<file path="src/rtl/ringPacketPkg.sv">
`default_nettype none

package ringPacketPkg;

    localparam int packetWidth = 64;
    localparam int hopLsb      = 48;    // low bit of the hop field
    localparam int hopWidth    = 8;
    localparam int dirBit      = 62;    // injection direction for pe packets

    typedef enum logic {
        dirCw  = 1'b0,
        dirCcw = 1'b1
    } dir_e;

    // field widths follow from the positions above
    typedef struct packed {
        logic [packetWidth-dirBit-2:0]        spare;      // bit 63
        dir_e                                 dir;        // bit 62
        logic [dirBit-hopLsb-hopWidth-1:0]    reserved;   // bits 61..56
        logic [hopWidth-1:0]                  hop;        // bits 55..48
        logic [hopLsb-1:0]                    payload;    // bits 47..0
    } packet_t;

endpackage

`default_nettype wire

</file>
<file path="src/rtl/routerPkg.sv">
`default_nettype none

package routerPkg;

    localparam int numVc   = 2;
    localparam int numChan = 3;

    // channel codes double as array indices in every stage
    typedef enum logic [1:0] {
        chanCw  = 2'd0,
        chanCcw = 2'd1,
        chanPe  = 2'd2
    } chan_e;

    typedef struct packed {
        logic                   send;
        ringPacketPkg::packet_t pkt;
    } linkIn_t;

    typedef struct packed {
        logic                   send;
        ringPacketPkg::packet_t pkt;
    } linkOut_t;

    // one buffer slot as seen by the allocator
    typedef struct packed {
        logic                   full;
        ringPacketPkg::packet_t pkt;
    } slot_t;

    // one write into an output slot
    typedef struct packed {
        logic                   write;
        ringPacketPkg::packet_t pkt;
    } xfer_t;

endpackage

`default_nettype wire

</file>
<file path="src/rtl/vcArbiter.sv">
`default_nettype none
`timescale 1ns/1ps

module vcArbiter (
    input  logic clk,
    input  logic reset,
    input  logic polarity,
    input  logic req0,
    input  logic req1,
    output logic grant0,
    output logic grant1
);
    import routerPkg::*;

    logic [numVc-1:0] favor1;       // req1 has priority on this vc
    logic             curFavor1;
    logic             conflict;

    assign curFavor1 = favor1[polarity];
    assign conflict  = req0 & req1;

    always_comb begin
        grant0 = req0 & (~req1 | ~curFavor1);
        grant1 = req1 & (~req0 | curFavor1);
    end

    // the loser of a tie gets priority next time on this vc
    always_ff @(posedge clk) begin
        if (reset) begin
            favor1 <= '0;
        end else if (conflict) begin
            favor1[polarity] <= ~curFavor1;
        end
    end

endmodule

`default_nettype wire

</file>
<file path="src/rtl/inputStage.sv">
`default_nettype none
`timescale 1ns/1ps

module inputStage (
    input  logic               clk,
    input  logic               reset,
    input  logic               polarity,
    input  routerPkg::linkIn_t cwIn,
    input  routerPkg::linkIn_t ccwIn,
    input  routerPkg::linkIn_t peIn,
    output logic               cwReady,
    output logic               ccwReady,
    output logic               peReady,
    output routerPkg::slot_t   slots [routerPkg::numChan][routerPkg::numVc],
    input  logic               readSlot [routerPkg::numChan][routerPkg::numVc]
);
    import routerPkg::*;
    import ringPacketPkg::*;

    logic    slotFull [numChan][numVc];
    packet_t slotData [numChan][numVc];
    logic    load     [numChan][numVc];
    linkIn_t links    [numChan];
    logic    ready    [numChan];
    logic    linkVc;

    assign linkVc = ~polarity;      // vc equal to polarity is busy inside

    assign links[chanCw]  = cwIn;
    assign links[chanCcw] = ccwIn;
    assign links[chanPe]  = peIn;

    assign cwReady  = ready[chanCw];
    assign ccwReady = ready[chanCcw];
    assign peReady  = ready[chanPe];

    always_comb begin
        for (int ch = 0; ch < numChan; ch++) begin
            ready[ch] = ~slotFull[ch][linkVc];      // link-facing slot is empty
            for (int vc = 0; vc < numVc; vc++) begin
                load[ch][vc]  = 1'b0;
                slots[ch][vc] = '{full: slotFull[ch][vc], pkt: slotData[ch][vc]};
            end
            load[ch][linkVc] = links[ch].send & ready[ch];
        end
    end

    always_ff @(posedge clk) begin
        for (int ch = 0; ch < numChan; ch++) begin
            for (int vc = 0; vc < numVc; vc++) begin
                if (reset) begin
                    slotFull[ch][vc] <= 1'b0;
                end else if (load[ch][vc]) begin
                    slotFull[ch][vc] <= 1'b1;
                end else if (readSlot[ch][vc]) begin
                    slotFull[ch][vc] <= 1'b0;       // moved on to an output slot
                end
            end
        end
    end

    always_ff @(posedge clk) begin
        for (int ch = 0; ch < numChan; ch++) begin
            for (int vc = 0; vc < numVc; vc++) begin
                if (load[ch][vc]) begin
                    slotData[ch][vc] <= links[ch].pkt;
                end
            end
        end
    end

endmodule

`default_nettype wire

</file>
<file path="src/rtl/switchAllocator.sv">
`default_nettype none
`timescale 1ns/1ps

module switchAllocator (
    input  logic             clk,
    input  logic             reset,
    output logic             polarity,
    input  routerPkg::slot_t slots [routerPkg::numChan][routerPkg::numVc],
    input  logic             outFull [routerPkg::numChan][routerPkg::numVc],
    output logic             readSlot [routerPkg::numChan][routerPkg::numVc],
    output routerPkg::xfer_t xfers [routerPkg::numChan][routerPkg::numVc]
);
    import routerPkg::*;
    import ringPacketPkg::*;

    slot_t   cur     [numChan];     // served slot of each input
    packet_t fwd     [numChan];     // same packet with the hop advanced
    chan_e   route   [numChan];     // target output of each input
    logic    outFree [numChan];
    logic    taken   [numChan];
    xfer_t   next    [numChan];     // write into each output slot

    logic reqCwCw, reqPeCw;
    logic reqCcwCcw, reqPeCcw;
    logic reqCwPe, reqCcwPe;
    logic grantCwCw, grantPeCw;
    logic grantCcwCcw, grantPeCcw;
    logic grantCwPe, grantCcwPe;

    always_ff @(posedge clk) begin
        if (reset) begin
            polarity <= 1'b0;
        end else begin
            polarity <= ~polarity;
        end
    end

    always_comb begin
        for (int ch = 0; ch < numChan; ch++) begin
            cur[ch]     = slots[ch][polarity];
            fwd[ch]     = cur[ch].pkt;
            fwd[ch].hop = cur[ch].pkt.hop >> 1;
            outFree[ch] = ~outFull[ch][polarity];
        end
    end

    // ring packets keep going while the hop low bit is set
    always_comb begin
        route[chanCw]  = cur[chanCw].pkt.hop[0] ? chanCw : chanPe;
        route[chanCcw] = cur[chanCcw].pkt.hop[0] ? chanCcw : chanPe;
        route[chanPe]  = (cur[chanPe].pkt.dir == dirCw) ? chanCw : chanCcw;
    end

    always_comb begin
        reqCwCw   = cur[chanCw].full && route[chanCw] == chanCw && outFree[chanCw];
        reqCwPe   = cur[chanCw].full && route[chanCw] == chanPe && outFree[chanPe];
        reqCcwCcw = cur[chanCcw].full && route[chanCcw] == chanCcw && outFree[chanCcw];
        reqCcwPe  = cur[chanCcw].full && route[chanCcw] == chanPe && outFree[chanPe];
        reqPeCw   = cur[chanPe].full && route[chanPe] == chanCw && outFree[chanCw];
        reqPeCcw  = cur[chanPe].full && route[chanPe] == chanCcw && outFree[chanCcw];
    end

    vcArbiter cwArbiter_inst (
        .clk      (clk),
        .reset    (reset),
        .polarity (polarity),
        .req0     (reqCwCw),
        .req1     (reqPeCw),
        .grant0   (grantCwCw),
        .grant1   (grantPeCw)
    );

    vcArbiter ccwArbiter_inst (
        .clk      (clk),
        .reset    (reset),
        .polarity (polarity),
        .req0     (reqCcwCcw),
        .req1     (reqPeCcw),
        .grant0   (grantCcwCcw),
        .grant1   (grantPeCcw)
    );

    vcArbiter peArbiter_inst (
        .clk      (clk),
        .reset    (reset),
        .polarity (polarity),
        .req0     (reqCwPe),
        .req1     (reqCcwPe),
        .grant0   (grantCwPe),
        .grant1   (grantCcwPe)
    );

    always_comb begin
        taken[chanCw]  = grantCwCw | grantCwPe;
        taken[chanCcw] = grantCcwCcw | grantCcwPe;
        taken[chanPe]  = grantPeCw | grantPeCcw;

        next[chanCw]  = '{write: grantCwCw | grantPeCw,
                          pkt:   grantPeCw ? fwd[chanPe] : fwd[chanCw]};
        next[chanCcw] = '{write: grantCcwCcw | grantPeCcw,
                          pkt:   grantPeCcw ? fwd[chanPe] : fwd[chanCcw]};
        next[chanPe]  = '{write: grantCwPe | grantCcwPe,
                          pkt:   grantCcwPe ? fwd[chanCcw] : fwd[chanCw]};
    end

    // the link-facing vc stays idle here
    always_comb begin
        for (int ch = 0; ch < numChan; ch++) begin
            for (int vc = 0; vc < numVc; vc++) begin
                readSlot[ch][vc] = 1'b0;
                xfers[ch][vc]    = '0;
            end
            readSlot[ch][polarity] = taken[ch];
            xfers[ch][polarity]    = next[ch];
        end
    end

endmodule

`default_nettype wire

</file>
<file path="src/rtl/outputStage.sv">
`default_nettype none
`timescale 1ns/1ps

module outputStage (
    input  logic                clk,
    input  logic                reset,
    input  logic                polarity,
    input  routerPkg::xfer_t    xfers [routerPkg::numChan][routerPkg::numVc],
    output logic                outFull [routerPkg::numChan][routerPkg::numVc],
    input  logic                cwOutReady,
    input  logic                ccwOutReady,
    input  logic                peOutReady,
    output routerPkg::linkOut_t cwOut,
    output routerPkg::linkOut_t ccwOut,
    output routerPkg::linkOut_t peOut
);
    import routerPkg::*;
    import ringPacketPkg::*;

    logic     slotFull [numChan][numVc];
    packet_t  slotData [numChan][numVc];
    logic     drain    [numChan][numVc];
    logic     outReady [numChan];
    linkOut_t links    [numChan];
    logic     linkVc;

    assign linkVc = ~polarity;

    assign outReady[chanCw]  = cwOutReady;
    assign outReady[chanCcw] = ccwOutReady;
    assign outReady[chanPe]  = peOutReady;

    assign cwOut  = links[chanCw];
    assign ccwOut = links[chanCcw];
    assign peOut  = links[chanPe];

    always_comb begin
        for (int ch = 0; ch < numChan; ch++) begin
            links[ch].send = slotFull[ch][linkVc] & outReady[ch];  // ready sampled first
            links[ch].pkt  = slotData[ch][linkVc];
            for (int vc = 0; vc < numVc; vc++) begin
                drain[ch][vc]   = 1'b0;
                outFull[ch][vc] = slotFull[ch][vc];
            end
            drain[ch][linkVc] = links[ch].send;
        end
    end

    always_ff @(posedge clk) begin
        for (int ch = 0; ch < numChan; ch++) begin
            for (int vc = 0; vc < numVc; vc++) begin
                if (reset) begin
                    slotFull[ch][vc] <= 1'b0;
                end else if (xfers[ch][vc].write) begin
                    slotFull[ch][vc] <= 1'b1;
                end else if (drain[ch][vc]) begin
                    slotFull[ch][vc] <= 1'b0;       // empties on the send edge
                end
            end
        end
    end

    always_ff @(posedge clk) begin
        for (int ch = 0; ch < numChan; ch++) begin
            for (int vc = 0; vc < numVc; vc++) begin
                if (xfers[ch][vc].write) begin
                    slotData[ch][vc] <= xfers[ch][vc].pkt;
                end
            end
        end
    end

endmodule

`default_nettype wire

</file>
<file path="src/rtl/ringRouter.sv">
`default_nettype none
`timescale 1ns/1ps

module ringRouter (
    input  logic                clk,
    input  logic                reset,
    input  routerPkg::linkIn_t  cwIn,
    input  routerPkg::linkIn_t  ccwIn,
    input  routerPkg::linkIn_t  peIn,
    output logic                cwReady,
    output logic                ccwReady,
    output logic                peReady,
    output routerPkg::linkOut_t cwOut,
    output routerPkg::linkOut_t ccwOut,
    output routerPkg::linkOut_t peOut,
    input  logic                cwOutReady,
    input  logic                ccwOutReady,
    input  logic                peOutReady,
    output logic                polarity
);
    import routerPkg::*;

    slot_t slots    [numChan][numVc];   // input slots toward the allocator
    logic  readSlot [numChan][numVc];
    logic  outFull  [numChan][numVc];
    xfer_t xfers    [numChan][numVc];

    inputStage inputStage_inst (
        .clk      (clk),
        .reset    (reset),
        .polarity (polarity),
        .cwIn     (cwIn),
        .ccwIn    (ccwIn),
        .peIn     (peIn),
        .cwReady  (cwReady),
        .ccwReady (ccwReady),
        .peReady  (peReady),
        .slots    (slots),
        .readSlot (readSlot)
    );

    switchAllocator switchAllocator_inst (
        .clk      (clk),
        .reset    (reset),
        .polarity (polarity),
        .slots    (slots),
        .outFull  (outFull),
        .readSlot (readSlot),
        .xfers    (xfers)
    );

    outputStage outputStage_inst (
        .clk         (clk),
        .reset       (reset),
        .polarity    (polarity),
        .xfers       (xfers),
        .outFull     (outFull),
        .cwOutReady  (cwOutReady),
        .ccwOutReady (ccwOutReady),
        .peOutReady  (peOutReady),
        .cwOut       (cwOut),
        .ccwOut      (ccwOut),
        .peOut       (peOut)
    );

endmodule

`default_nettype wire

</file>
<file path="config.mk">
export PLATFORM = sky130hd
export DESIGN_NAME = ringRouter
export DESIGN_NICKNAME = d
export VERILOG_FILES = /design/src/rtl/ringPacketPkg.sv /design/src/rtl/routerPkg.sv /design/src/rtl/vcArbiter.sv /design/src/rtl/inputStage.sv /design/src/rtl/switchAllocator.sv /design/src/rtl/outputStage.sv /design/src/rtl/ringRouter.sv
export SDC_FILE = /design/constraint.sdc
export NUM_CORES = 1
export LEC_CHECK = 0
export BUFFER_PORTS_ARGS = -buffer_cell sky130_fd_sc_hd__buf_2
export CORE_AREA = 2 2 469 238
export DETAILED_ROUTE_END_ITERATION = 7
export DIE_AREA = 0 0 471 240
export PLACE_DENSITY = 0.49
export SETUP_SLACK_MARGIN = 0.3
export SLEW_MARGIN = 10
export SYNTH_ARGS = -nofsm -noshare
export SYNTH_HDL_FRONTEND = slang
export SYNTH_SLANG_ARGS = --single-unit
</file>
<file path="constraint.sdc">
create_clock -name clk -period 10.95 [get_ports clk]
set_clock_uncertainty 0.1 [all_clocks]
set_input_delay 2.19 -clock clk [delete_from_list [all_inputs] [get_ports clk]]
set_output_delay 2.19 -clock clk [all_outputs]
set_load 0.05 [all_outputs]
</file>
==> results.md, run 1 <==
STA:
- The worst pin sits at a relative slew slack of 20.0%.
- The measured slew at the worst slew-check pin is about 1200 ps.
- The count of endpoints failing hold in the final timing report is 0.
- Setup violations remaining at the end of the flow were counted as 0.
- The final critical path takes up 52.5% of the cycle.
- The number of max-slew violations in the final report was 0.
- Setup repair after global routing left no endpoint under its margin.
- The setup TNS is 0 ps.
- The fmax is 174 MHz.
- Across all setup checks in the final design, the least slack found is 5200 ps.
- After layout, the minimum clock period comes to 5750 ps.

Worst hold path:
- The tightest min-delay check is of the flip-flop to flip-flop type.

Worst setup path:
- For this design, the slowest cell found on the critical path is sky130_fd_sc_hd__buf_4.
- The family of cells with the greatest summed delay on the critical path is buffers and inverters.
- In this run the register-to-register setup slack is 6340 ps.
- The highest cell delay on the worst timing path is 760 ps.
- Together, buffers and inverters on the worst path number 3.
- Along the worst path, the maximum fanout reaches 71.
- The worst setup path is captured at a primary output.
- At the worst endpoint, the arrival time is 3460 ps.
- The most numerous cell type found on the critical path is sky130_fd_sc_hd__buf_4.
- Data on the critical path is required at its endpoint by 8660 ps.
- The category of the critical setup timing path is flip-flop to primary output.
- The critical path goes through buf_4 -> buf_4 -> mux2_2 -> buf_2.
- The kind of start point of the critical path is a flip-flop.

Synthesis:
- The most used flip-flop cell after synthesis is sky130_fd_sc_hd__edfxtp_1.
- By instance count, the leading cell after synthesis is sky130_fd_sc_hd__edfxtp_1.
- Counting every instance in the synthesized netlist gives 2,233.
- Averaged over all synthesized cells, the footprint is 14.6 um2.
- The commonest cells after synthesis are 772 x sky130_fd_sc_hd__edfxtp_1, 626 x sky130_fd_sc_hd__nand2_1, 257 x sky130_fd_sc_hd__mux2i_1, 190 x sky130_fd_sc_hd__mux2_2, 129 x sky130_fd_sc_hd__a21oi_1.
- The largest area contributor in the netlist is sky130_fd_sc_hd__edfxtp_1.
- Yosys mapped a number of flops with a built-in enable equal to between 700 and 800.
- After synthesis, the largest area contributor takes up 71.2% of total cell area.
- The synthesized netlist contains 48 unique library cells.
- The Yosys step of the flow raised 0 warnings.
- After synthesis the netlist holds a flip-flop and latch count of 779.
- In the post-synthesis netlist, the biggest area contributors are sky130_fd_sc_hd__edfxtp_1 71%, sky130_fd_sc_hd__mux2i_1 7.9%, sky130_fd_sc_hd__nand2_1 7.2%.
- The combined area of all synthesized cells is approximately 33,000 um2.
- The sequential fraction of the synthesis area is 71.7%.
- The share of flip-flops with an asynchronous set or reset after synthesis is 0%.

Global routing:
- The total global routing track utilization is 17.2%.
- The number of antenna violations at the first check in global routing is 23.
- The number of global-route vias before repair was 19,800.
- Entering global routing, the biggest net connects around 160 pins.
- The wire length of the first global-routing pass is 139,000 um.
- The overflow left after global routing is 0.

CTS:
- The clock reaches the later pin of the worst-skew pair after roughly 670 ps.
- The maximum root-to-sink buffer count is 3.
- The CTS sink count is 779.
- The total number of H-tree levels is 3.
- The tree is rooted in a sky130_fd_sc_hd__clkbuf_16.
- TritonCTS built the clock tree.
- The hold buffer count at cts is 0.
- After clock tree synthesis, the clock-pin slew on the worst setup and hold paths is roughly 60 ps.
- The number of clock buffers added by TritonCTS is 79.
- The post-CTS resize count is 0.
- The number of buffers inserted by post-CTS setup repair is 0.

Pwr:
- The analysis attributes to cell leakage a power of between 10 and 15 nW.
- The power per unit of standard cell area is 181 nW/um2.
- The worst-case IR drop observed on VDD is 0.109 mV.

Routing:
- The detail route stage leaves a number of antenna-violating nets equal to 0.
- The detailed router's first-iteration violation count is 1,423.
- The number of vias in the routed layout is 19,600.
- The first-pass iteration count of the detailed router is 5.
- Dividing the detail-routed wire length by the instance count gives 23.9 um.
- In the routed design, unresolved DRC markers number 0.
- Dividing the detail-routed via count by the number of cells gives 4.75.
- The total routed wirelength is just under 100,000 um.

Die:
- The placeable core region is 109,000 um2.
- The full die area is 113,000 um2.
- The overall die width is 471 um.
- Once the floorplan was initialized, standard cells occupied between 20% and 30% of the core.
- The height of the die is ~240 um.
- The floorplan has 86 rows.
- The count of boundary I/O pins is roughly 400.

Run:
- Across the run, the number of max-cap violations was 0.

Finish:
- The filler cells instantiated in the layout total 10,700.
- Relative to the synthesized area, the layout overhead comes to 18.1%.
- The post-route netlist has between 20 and 30% of its cells at a drive strength greater than 1.
- The number of nets at the end of the flow is between 2,000 and 3,000.
- The final non-filler cell area is slightly below 40,000 um2.

Place:
- The post-placement worst setup slack is 5870 ps.
- Routability-driven placement finished with a final weighted congestion of 0.763.
- During placement, the flow inserted port buffers numbering 394.
- After legalization and detailed placement, the total HPWL measured 58,700 um.
- After detailed placement, the total cell area comes to 36,000 um2.

Outcome:
- The flow ran to the end, and the final reports show no timing, DRC or antenna violations.
[tightest hold or removal path, stage by stage, from the launching register on]
cell and delay [ps]:
sky130_fd_sc_hd__dfxtp_1 360, sky130_fd_sc_hd__xnor2_1 80, sky130_fd_sc_hd__nor2_1 70
[cell usage in the layout (no fill, tap or decap), types with 5 or more instances in the layout]
cell                        instances
sky130_fd_sc_hd__mux2i_1          257
sky130_fd_sc_hd__dfxtp_1            6
sky130_fd_sc_hd__clkbuf_1          16
sky130_fd_sc_hd__edfxtp_1         772
sky130_fd_sc_hd__nor3b_2            6
sky130_fd_sc_hd__nand2_1          626
sky130_fd_sc_hd__clkbuf_16         81
sky130_fd_sc_hd__a21oi_1          129
sky130_fd_sc_hd__diode_2            5
sky130_fd_sc_hd__clkinv_1          19
sky130_fd_sc_hd__nor3b_1            5
sky130_fd_sc_hd__o21ai_0            7
sky130_fd_sc_hd__nor2_1            13
sky130_fd_sc_hd__buf_2            394
sky130_fd_sc_hd__and3_1             6
sky130_fd_sc_hd__buf_4             34
sky130_fd_sc_hd__nor2b_1            6
sky130_fd_sc_hd__mux2_2           190
sky130_fd_sc_hd__clkinv_2          11
[through the flow]
stage	power, W	std cells	utilization (%)	hold WS (ps)
finish	0.00694	4120	35.2	448
global placement	0.00439	3974	33.0	420
CTS	0.00704	4115	35.2	449
detailed placement	0.00440	3974	33.0	438
global route	0.00722	4119	35.2	474
floorplan	0.00411	2235	-	393
[final cells by class]
cell class	count	area (um2)	share of cell area, %
Sequential cell	779	23300	60.7
Multi-Input combinational cell	1309	8550	22.3
Timing Repair Buffer	430	2270	5.90
Clock buffer	97	2090	5.43
Tap cell	1452	1820	4.73
Clock inverter	44	347	0.902
Inverter	4	27.5	0.0716
Antenna cell	5	12.5	0.0326
[cell families (layout without fill, tap and decap cells)]
| family | count (synthesis) | in the layout | synth area share (%) |
|---|---|---|---|
| AO/OA/AOI/OAI | 161 | 161 | 2.77 |
| multiplexers | 447 | 447 | 14.5 |
| flip-flops | 779 | 779 | 71.7 |
| other | 1 | 8 | 0.0115 |
| XOR/XNOR | 6 | 6 | 0.161 |
| buffers and inverters | 147 | 575 | 2.36 |
| AND/OR/NAND/NOR | 692 | 692 | 8.56 |
[metal layers]
metal  share of wire [%]  track usage, %  vias up
li1                    -               -     8890
met1                  45            23.3     9890
met2                  46            27.3      624
met3                 6.3            4.75      147
met4                 1.8            3.81       16
met5               0.099               0        -
[state kept, by name, summed over array words and instances (netlist names)]
register and cells:
switchAllocator_inst.peArbiter_inst.favor1 2, switchAllocator_inst.cwArbiter_inst.favor1 2, switchAllocator_inst.ccwArbiter_inst.favor1 2, outputStage_inst.slotData 378
inputStage_inst.slotFull 6, switchAllocator_inst.polarity 1, inputStage_inst.slotData 382, outputStage_inst.slotFull 6
[worst paths after layout]
check                                                             startpoint  depth (start not counted)                                                          to
setup / recovery                    switchAllocator_inst.polarity$_SDFF_PP0_                          4                                                    peOut[2]
hold / removal    switchAllocator_inst.cwArbiter_inst.favor1[1]$_SDFFE_PP0P_                          2  switchAllocator_inst.cwArbiter_inst.favor1[1]$_SDFFE_PP0P_
setup reg to reg                    switchAllocator_inst.polarity$_SDFF_PP0_                          6                  outputStage_inst.slotData[2][32]$_DFFE_PP_
hold reg to reg   switchAllocator_inst.cwArbiter_inst.favor1[1]$_SDFFE_PP0P_                          2  switchAllocator_inst.cwArbiter_inst.favor1[1]$_SDFFE_PP0P_
[report_power, final]
group | total (W) | leakage, nW | switching [W] | internal (W)
logic | 0.000817 | 5.89 | 0.000599 | 0.000218
registers | 0.00351 | 7.23 | 0.0000493 | 0.00346
clock network | 0.00261 | 1.19 | 0.00116 | 0.00145
Power figures use the tool's default switching activity.
==> run 2: changes to the inputs <==
ABC_AREA = 1   (was unset)
CORE_AREA = 2 2 474 241   (was 2 2 469 238)
DIE_AREA = 0 0 476 243   (was 0 0 471 240)
PLACE_DENSITY = 0.48   (was 0.49)
clock period = 5.45 ns   (was 10.95 ns; I/O delays follow)
==> run 2 against run 1 <==
Routed wire length up 12%; area after synthesis increased by 2.1%; sequential power increased by 100%; core utilization is essentially flat; register-to-register slack lost 4600 ps; cell count is 17% higher; count of clock-buffer cells in the layout is 1 lower; critical path depth increased by 1; non-clock buffer count up 14; critical path type unchanged.
==> results.md, run 2 <==
Outcome:
- Result of the run: complete, no violations (unchanged).

CTS:
- The total number of H-tree levels was 3 (unchanged).
- The total CTS buffers came to 78 (was 79).
- The maximum root-to-sink buffer count is 3 (unchanged).
- The clock transition at the register clock pins on the worst setup and hold paths after CTS is 70 ps (was 60 ps).
- The worst-skew pair later-pin latency was 670 ps (about the same).
- The clock tree from TritonCTS was yes (unchanged).
- The number of buffers inserted by post-CTS setup repair came to 0 (unchanged).
- The hold buffer count at cts came to 0 (unchanged).
- The clock tree root driver cell is sky130_fd_sc_hd__clkbuf_16 (unchanged).
- The post-CTS resize count was 0 (unchanged).
- The CTS sink count is 779 (unchanged).

Finish:
- The register ranked first by flip-flop count is inputStage_inst.slotData (unchanged).
- Registers with the most flip-flops: inputStage_inst.slotData x382, outputStage_inst.slotData x378 (unchanged).
- The fraction of the core area covered by cells at the end of the flow is 35.2% (about the same).
- The total area of sequential cells is 23,300 um2 (unchanged).
- The count of filler cells inserted in the layout is 11,200 (was 10,700).
- The number of nets at the end of the flow is 3,428 (was 2,803).
- The growth of design area from synthesis to finish is 18.2% (was 18.1%).
- The fraction of final layout cells with drive strength greater than 1 is 17.7% (was 28.2%).
- The most common library cell in the layout ignoring fill and taps is sky130_fd_sc_hd__nand2_1 (was sky130_fd_sc_hd__edfxtp_1).
- Highest-count cells in the layout ignoring fill and taps: 915 x sky130_fd_sc_hd__nand2_1, 772 x sky130_fd_sc_hd__edfxtp_1, 397 x sky130_fd_sc_hd__nor2_1, 394 x sky130_fd_sc_hd__buf_2, 320 x sky130_fd_sc_hd__nand3_1 (was 772 x sky130_fd_sc_hd__edfxtp_1, 626 x sky130_fd_sc_hd__nand2_1, 394 x sky130_fd_sc_hd__buf_2, 257 x sky130_fd_sc_hd__mux2i_1, 190 x sky130_fd_sc_hd__mux2_2).
- The flip-flop count of the largest register after layout was 382 (unchanged).
- The footprint of the multi-input gates is 8890 um2 (was 8550 um2).

STA:
- RSZ-0062 raised after global routing: false (unchanged).
- Static timing analysis puts the maximum clock frequency at 235 MHz.
- The final critical-path share of the clock period is between 70% and 80%.
- The measured slew at the worst slew-check pin is 1170 ps (was 1200 ps).
- The time the final worst path needs with I/O delays and setup is between 4000 and 5000 ps.
- The number of max-slew violations in the final report is 0 (unchanged).
- The count of endpoints failing hold in the final timing report is 0 (unchanged).
- The remaining max-slew budget at the tightest pin is 22.0% (was 20.0%).
- The final number of setup-violating endpoints is 0 (unchanged).
- The final hold slack was 445 ps (was 448 ps).

Worst setup path:
- The library cell contributing the largest single delay on the critical path is sky130_fd_sc_hd__buf_4 (unchanged).
- The highest cell delay on the worst timing path is 690 ps (was 760 ps).
- The category of the critical setup timing path is flip-flop to primary output (unchanged).
- The largest driver fanout on the critical path came to 51 (was 71).
- CP cell instances: buf_4 -> buf_4 -> nand2_1 -> nand2_1 -> buf_2 (was buf_4 -> buf_4 -> mux2_2 -> buf_2).
- The data arrival time at the worst-slack endpoint came to 3060 ps (was 3460 ps).
- The required time at the endpoint of the critical path came to 4260 ps (was 8660 ps).
- The endpoint type of the worst setup path is a primary output (unchanged).
- The kind of start point of the critical path was a flip-flop (unchanged).

Synthesis:
- The area fraction of the dominant cell type after synthesis is 69.8% (was 71.2%).
- The number of synthesis warnings was 0 (unchanged).
- The combined area of all synthesized cells was 33,200 um2 (was 32,500 um2).
- Most frequent cells after synthesis: 915 x sky130_fd_sc_hd__nand2_1, 772 x sky130_fd_sc_hd__edfxtp_1, 400 x sky130_fd_sc_hd__nor2_1, 320 x sky130_fd_sc_hd__nand3_1, 187 x sky130_fd_sc_hd__mux2i_1 (was 772 x sky130_fd_sc_hd__edfxtp_1, 626 x sky130_fd_sc_hd__nand2_1, 257 x sky130_fd_sc_hd__mux2i_1, 190 x sky130_fd_sc_hd__mux2_2, 129 x sky130_fd_sc_hd__a21oi_1).
- The sequential fraction of the synthesis area is 70.2% (was 71.7%).
- The average cell area after synthesis came to 11.5 um2 (was 14.6 um2).
- The synthesized instance count is 2,889 (was 2,233).
- The number of distinct library cells after synthesis is 33 (was 48).
- Cell types with the largest area share after synthesis: sky130_fd_sc_hd__edfxtp_1 70%, sky130_fd_sc_hd__nand2_1 10%, sky130_fd_sc_hd__mux2i_1 5.6% (was sky130_fd_sc_hd__edfxtp_1 71%, sky130_fd_sc_hd__mux2i_1 7.9%, sky130_fd_sc_hd__nand2_1 7.2%).
- The dominant cell by count in the synthesized netlist is sky130_fd_sc_hd__nand2_1 (was sky130_fd_sc_hd__edfxtp_1).
- The share of flip-flops with an asynchronous set or reset after synthesis is 0% (unchanged).
- The flip-flop cell with the highest count after synthesis is sky130_fd_sc_hd__edfxtp_1 (unchanged).
- The number of enable flip-flop cells after synthesis is 772 (unchanged).
- The largest area contributor in the netlist is sky130_fd_sc_hd__edfxtp_1 (unchanged).
- The number of synthesized register bits is 779 (unchanged).

Routing:
- The total routed wirelength was 111,000 um (was 98,600 um).
- The average detailed-routed wire length per instance is 23.0 um (was 23.9 um).
- The detailed router's first-iteration violation count is 2,309 (was 1,423).
- The number of design rule violations left after detail routing is 0 (unchanged).
- The post-detailed-route count of antenna-violating nets is 0 (unchanged).
- The first-pass iteration count of the detailed router is 5 (unchanged).
- The average vias per placed instance came to 4.66 (was 4.75).
- The number of vias in the routed layout is 22,400 (was 19,600).

Place:
- The sum of net half-perimeters after detailed placement is 69,400 um (was 58,700 um).
- The routability congestion estimate from global placement is 0.744 (was 0.763).
- The number of buffers added on ports is 394 (unchanged).

Pwr:
- The peak ir drop on the vdd network is 0.243 mV (was 0.109 mV).
- The sequential share of power is 48.5% (was 50.5%).
- The power per unit of standard cell area came to 371 nW/um2 (was 181 nW/um2).
- The overall power consumption is 0.0146 W (was 0.00694 W).
- The net load switching power is 0.00413 W (was 0.00181 W).
- The portion of total power attributed to combinational logic came to 14.7% (was 11.8%).
- The switching part of the total power is 28.3% (was 26.1%).
- The static leakage power was 15.7 nW (was 14.3 nW).
- The cell internal power dissipation is 0.0105 W (was 0.00513 W).
- The clock network fraction of total power is 36.8% (was 37.7%).

Die:
- The effective utilization at floorplan is 29.8% (about the same).
- The row count is 87 (was 86).
- The overall die width is 476 um (was 471 um).
- The count of boundary I/O pins came to 399 (unchanged).
- The placeable core region is 112,000 um2 (was 109,000 um2).
- The full die area is 116,000 um2 (was 113,000 um2).
- The height of the die is 243 um (was 240 um).

Worst hold path:
- The worst hold-check path type is flip-flop to flip-flop (unchanged).

Global routing:
- The total global routing track utilization came to 18.8% (was 17.2%).
- The largest net degree at the start of global routing is 162 (was 159).
- The overflow left after global routing came to 0 (unchanged).
- The number of global-route vias before repair is 21,200 (was 19,800).
- The number of antenna violations at the first check in global routing was 23 (unchanged).
- The wire length of the first global-routing pass is 156,000 um (was 139,000 um).

Run:
- The max-capacitance violation count is 0 (unchanged).
-- run 2: cell count changes in the layout (fill, tap and decap cells not counted), moves of 5 or more --
cell,previous run,this run
sky130_fd_sc_hd__inv_1,1,39
sky130_fd_sc_hd__nor3b_1,5,0
sky130_fd_sc_hd__a21oi_1,129,7
sky130_fd_sc_hd__nor3b_2,6,0
sky130_fd_sc_hd__mux2_2,190,0
sky130_fd_sc_hd__mux2i_1,257,187
sky130_fd_sc_hd__nand3_1,2,320
sky130_fd_sc_hd__buf_12,2,14
sky130_fd_sc_hd__nor2_1,13,397
sky130_fd_sc_hd__and3_1,6,0
sky130_fd_sc_hd__nor2b_1,6,0
sky130_fd_sc_hd__nand2_1,626,915
sky130_fd_sc_hd__nor2_4,2,8
-- run 2: area by class of cell --
| cell class | instances | area share, % |
|---|---|---|
| Tap cell | 1513 | 4.82 |
| Antenna cell | 9 | 0.0573 |
| Inverter | 46 | 0.497 |
| Clock inverter | 41 | 0.946 |
| Multi-Input combinational cell | 1879 | 22.6 |
| Clock buffer | 96 | 5.25 |
| Timing Repair Buffer | 444 | 6.42 |
| Sequential cell | 779 | 59.4 |
-- run 2: logic make-up after synthesis --
family,count (synthesis),synth area share (%)
muxes,187,5.63
DFF,779,70.2
and+or+nand+nor,1666,20.4
buffers and inverters,233,3.34
AOI/OAI and AO/OA,23,0.395
other,1,0.0113
-- run 2: critical path: cells and delay by family, from the launching register on --
family,cells,cell delay [ps]
DFF,1,460
buffers and inverters,3,1530
and+or+nand+nor,2,300
-- run 2: stage by stage --
| stage | TNS, ps | std cells | worst slack (ps) | area [um2] |
|---|---|---|---|---|
| floorplan | -165640 | 2891 | -878 | 33200 |
| global placement | 0 | 4661 | 1780 | 36800 |
| detailed placement | 0 | 4661 | 1800 | 36800 |
| CTS | 0 | 4798 | 1130 | 39300 |
| global route | 0 | 4799 | 1040 | 39300 |
| finish | 0 | 4807 | 1200 | 39300 |
-- run 2: power groups by stage --
stage / registers (W) / clock network, W / logic [W]
global placement: 0.00720 / 0 / 0.00216
CTS: 0.00707 / 0.00550 / 0.00217
detailed placement: 0.00720 / 0 / 0.00217
global route: 0.00709 / 0.00575 / 0.00232
finish: 0.00707 / 0.00536 / 0.00215
floorplan: 0.00721 / 0 / 0.00138
-- run 2: worst paths after layout --
path | depth (start not counted) | endpoint | startpoint | slack, ps
worst min register to register | 4 | switchAllocator_inst.peArbiter_inst.favor1[1]$_SDFFE_PP0P_ | switchAllocator_inst.peArbiter_inst.favor1[1]$_SDFFE_PP0P_ | 440
worst max register to register | 9 | outputStage_inst.slotData[2][85]$_DFFE_PN_ | switchAllocator_inst.polarity$_SDFF_PP0_ | 1780
worst max-delay path | 5 | cwOut[44] | switchAllocator_inst.polarity$_SDFF_PP0_ | 1200
worst min-delay path | 4 | switchAllocator_inst.peArbiter_inst.favor1[1]$_SDFFE_PP0P_ | switchAllocator_inst.peArbiter_inst.favor1[1]$_SDFFE_PP0P_ | 440
-- run 2: layer usage --
layer | routed length [um] | up-vias | global-route usage [%]
met5 | 102 | - | 0
met4 | 1860 | 16 | 3.84
met3 | 8720 | 133 | 4.81
met2 | 47300 | 767 | 27.0
met1 | 52800 | 10900 | 28.4
li1 | - | 10600 | -
==> run 3: changes to the inputs <==
clock period = 4.1 ns   (was 5.45 ns; I/O delays follow)
==> run 3 against run 2 <==
First-iteration DRC count decreased by 3.7%; worst hold slack worse by 190 ps; die area did not move; clock power up 40%; design area grew 1.3%; critical path type unchanged; highest routed layer unchanged.
==> results.md, run 3 (same netlist as run 2, synthesis figures left out) <==
Run:
- The max-capacitance violation count is 0 (unchanged).

Worst setup path:
- The endpoint of the most critical register-to-register path was outputStage_inst.slotData[1][127]$_DFFE_PP_ (was outputStage_inst.slotData[2][85]$_DFFE_PN_).
- The largest driver fanout on the critical path is 67 (was 51).
- The endpoint type of the worst setup path is a primary output (unchanged).
- The kind of start point of the critical path is a flip-flop (unchanged).
- The data arrival time at the worst-slack endpoint is 2720 ps (was 3060 ps).
- The count of cells along the worst register-to-register path is 8 (was 9).
- The beginning of the worst register-to-register path is switchAllocator_inst.polarity$_SDFF_PP0_ (unchanged).
- The required time at the endpoint of the critical path is 3180 ps (was 4260 ps).
- The category of the critical setup timing path was flip-flop to primary output (unchanged).
- The setup slack of the most critical reg-to-reg path is 1070 ps (was 1780 ps).
- The capture point of the critical path is cwOut[57] (was cwOut[44]).
- The start point of the critical path was switchAllocator_inst.polarity$_SDFF_PP0_ (unchanged).

Global routing:
- The number of antenna violations at the first check in global routing is 22 (was 23).
- The total global routing track utilization came to 19.1% (was 18.8%).
- The wire length of the first global-routing pass was 159,000 um (was 156,000 um).
- The overflow left after global routing is 0 (unchanged).
- The number of global-route vias before repair came to 21,200 (about the same).
- The largest net degree at the start of global routing is 119 (was 162).

Finish:
- The flip-flop count of the largest register after layout is 382 (unchanged).
- The number of nets at the end of the flow is 3,443 (was 3,428).
- The total area of sequential cells is 23,300 um2 (unchanged).
- The post-route non-filler standard cell count is 4,823 (was 4,807).
- The footprint of the multi-input gates is 8910 um2 (was 8890 um2).
- The growth of design area from synthesis to finish came to 19.7% (was 18.2%).
- The register ranked first by flip-flop count is inputStage_inst.slotData (unchanged).
- Highest-count cells in the layout ignoring fill and taps: 915 x sky130_fd_sc_hd__nand2_1, 772 x sky130_fd_sc_hd__edfxtp_1, 397 x sky130_fd_sc_hd__nor2_1, 394 x sky130_fd_sc_hd__buf_2, 320 x sky130_fd_sc_hd__nand3_1 (unchanged).
- The fraction of the core area covered by cells at the end of the flow came to 35.7% (was 35.2%).
- The fraction of final layout cells with drive strength greater than 1 came to 18.3% (was 17.7%).
- The most common library cell in the layout ignoring fill and taps is sky130_fd_sc_hd__nand2_1 (unchanged).
- Registers with the most flip-flops: inputStage_inst.slotData x382, outputStage_inst.slotData x378 (unchanged).
- The count of filler cells inserted in the layout came to 11,100 (was 11,200).

STA:
- The remaining max-slew budget at the tightest pin came to 34.2% (was 22.0%).
- Counting I/O delays and the setup requirement, the final critical path takes between 3000 and 4000 ps.
- The number of max-slew violations in the final report came to 0 (unchanged).
- RSZ-0062 raised after global routing: false (unchanged).
- The final critical-path share of the clock period is 88.9%.
- The fmax is 274 MHz.
- The count of endpoints failing hold in the final timing report is 0 (unchanged).
- The final number of setup-violating endpoints is 0 (unchanged).
- The measured slew at the worst slew-check pin is 987 ps (was 1170 ps).

Die:
- The overall die width is 476 um (unchanged).
- The effective utilization at floorplan is 29.8% (unchanged).
- The placeable core region is 112,000 um2 (unchanged).
- The height of the die was 243 um (unchanged).
- The count of boundary I/O pins is 399 (unchanged).
- The row count is 87 (unchanged).
- The full die area is 116,000 um2 (unchanged).

Place:
- The cell count after placement was 4,675 (was 4,661).
- The routability congestion estimate from global placement is 0.745 (was 0.744).
- The number of buffers added on ports is 394 (unchanged).
- The sum of net half-perimeters after detailed placement is 71,300 um (was 69,400 um).

CTS:
- The total number of H-tree levels is 3 (unchanged).
- The clock tree from TritonCTS is yes (unchanged).
- The clock tree root driver cell is sky130_fd_sc_hd__clkbuf_16 (unchanged).
- The hold buffer count at cts is 0 (unchanged).
- The maximum root-to-sink buffer count came to 3 (unchanged).
- The clock transition at the register clock pins on the worst setup and hold paths after CTS is 60 ps (was 70 ps).
- The total CTS buffers came to 79 (was 78).
- The CTS sink count was 779 (unchanged).
- The worst-skew pair later-pin latency is 660 ps (was 670 ps).

Routing:
- The number of vias in the routed layout is 22,600 (was 22,400).
- The post-detailed-route count of antenna-violating nets came to 0 (unchanged).
- The total routed wirelength is 112,000 um (was 111,000 um).
- The detailed router's first-iteration violation count is 2,224 (was 2,309).
- The average detailed-routed wire length per instance is 23.3 um (was 23.0 um).
- The average vias per placed instance is 4.68 (was 4.66).
- The first-pass iteration count of the detailed router came to 6 (was 5).
- The number of design rule violations left after detail routing came to 0 (unchanged).

Pwr:
- The overall power consumption was 0.0198 W (was 0.0146 W).
- The peak ir drop on the vdd network is 0.309 mV (was 0.243 mV).
- The static leakage power is 15.9 nW (was 15.7 nW).
- The power per unit of standard cell area is 498 nW/um2 (was 371 nW/um2).

Worst hold path:
- The number of cells on the worst hold path is 1 (was 4).
- The worst hold-check path type is input pin to flip-flop (was flip-flop to flip-flop).
- The critical hold path startpoint is ccwIn[50] (was switchAllocator_inst.peArbiter_inst.favor1[1]$_SDFFE_PP0P_).

Outcome:
- Result of the run: complete, no violations (unchanged).
-- run 3: cell types whose count changed in the layout (fill, tap and decap cells not counted) --
| cell | delta |
|---|---|
| sky130_fd_sc_hd__bufinv_16 | +5 |
| sky130_fd_sc_hd__inv_16 | +1 |
| sky130_fd_sc_hd__buf_6 | +1 |
| sky130_fd_sc_hd__diode_2 | -3 |
| sky130_fd_sc_hd__nor3_4 | +3 |
| sky130_fd_sc_hd__clkinv_4 | +1 |
| sky130_fd_sc_hd__buf_4 | -3 |
| sky130_fd_sc_hd__clkinv_1 | -3 |
| sky130_fd_sc_hd__nor3_2 | -3 |
| sky130_fd_sc_hd__buf_12 | +16 |
| sky130_fd_sc_hd__clkinv_2 | +3 |
| sky130_fd_sc_hd__clkbuf_1 | -2 |
-- run 3: worst min path at each step --
stage                                                                      end
floorplan           switchAllocator_inst.peArbiter_inst.favor1[1]$_SDFFE_PP0P_
global placement    switchAllocator_inst.peArbiter_inst.favor1[1]$_SDFFE_PP0P_
detailed placement  switchAllocator_inst.peArbiter_inst.favor1[1]$_SDFFE_PP0P_
CTS                                  inputStage_inst.slotData[1][48]$_DFFE_PP_
global route                         inputStage_inst.slotData[0][41]$_DFFE_PP_
finish                              inputStage_inst.slotData[1][114]$_DFFE_PP_
-- run 3: cell type report --
class	instances	area share [%]
Sequential cell	779	58.6
Multi-Input combinational cell	1879	22.4
Timing Repair Buffer	458	7.12
Clock buffer	94	5.16
Tap cell	1513	4.76
Clock inverter	48	1.39
Inverter	46	0.491
Antenna cell	6	0.0377
-- run 3: timing repair --
| item | CTS | global route |
|---|---|---|
| setup buffers | 0 | 0 |
| resized for setup | 0 | 1 |
| endpoints found under the setup margin | 0 | 1 |
-- run 3: power breakdown --
group	switching (W)	total (W)	internal, W
Combinational	0.00223	0.00291	0.000676
Clock	0.00322	0.00751	0.00430
Sequential	0.0000938	0.00939	0.00930
Total	0.00554	0.0198	0.0143
-- run 3: metrics by stage --
step / setup slack, ps / hold WS [ps] / area [um2] / setup TNS (ps)
after floorplan: -284 / 399 / 33300 / -48580
after global placement: 1090 / 422 / 37200 / 0
after detailed placement: 1090 / 427 / 37200 / 0
after CTS: 369 / 177 / 39800 / 0
after global routing: 304 / 196 / 39800 / 0
final: 456 / 250 / 39800 / 0
-- run 3: metal layers --
layer  track usage (%)  wire (um)  share of wire [%]  vias up
li1                  -          -                  -    10600
met1              29.7      55700                 50    11000
met2              27.6      47500                 42      794
met3              3.47       7320                6.5      137
met4              3.63       1700                1.5        8
met5                 0         46              0.041        -
-- run 3: worst max-delay path, stage by stage (launching register included) --
cell                      delay, ps
sky130_fd_sc_hd__dfxtp_4        390
sky130_fd_sc_hd__buf_12         340
sky130_fd_sc_hd__buf_4          690
sky130_fd_sc_hd__nand2_1        120
sky130_fd_sc_hd__nand2_1        120
sky130_fd_sc_hd__buf_2          270
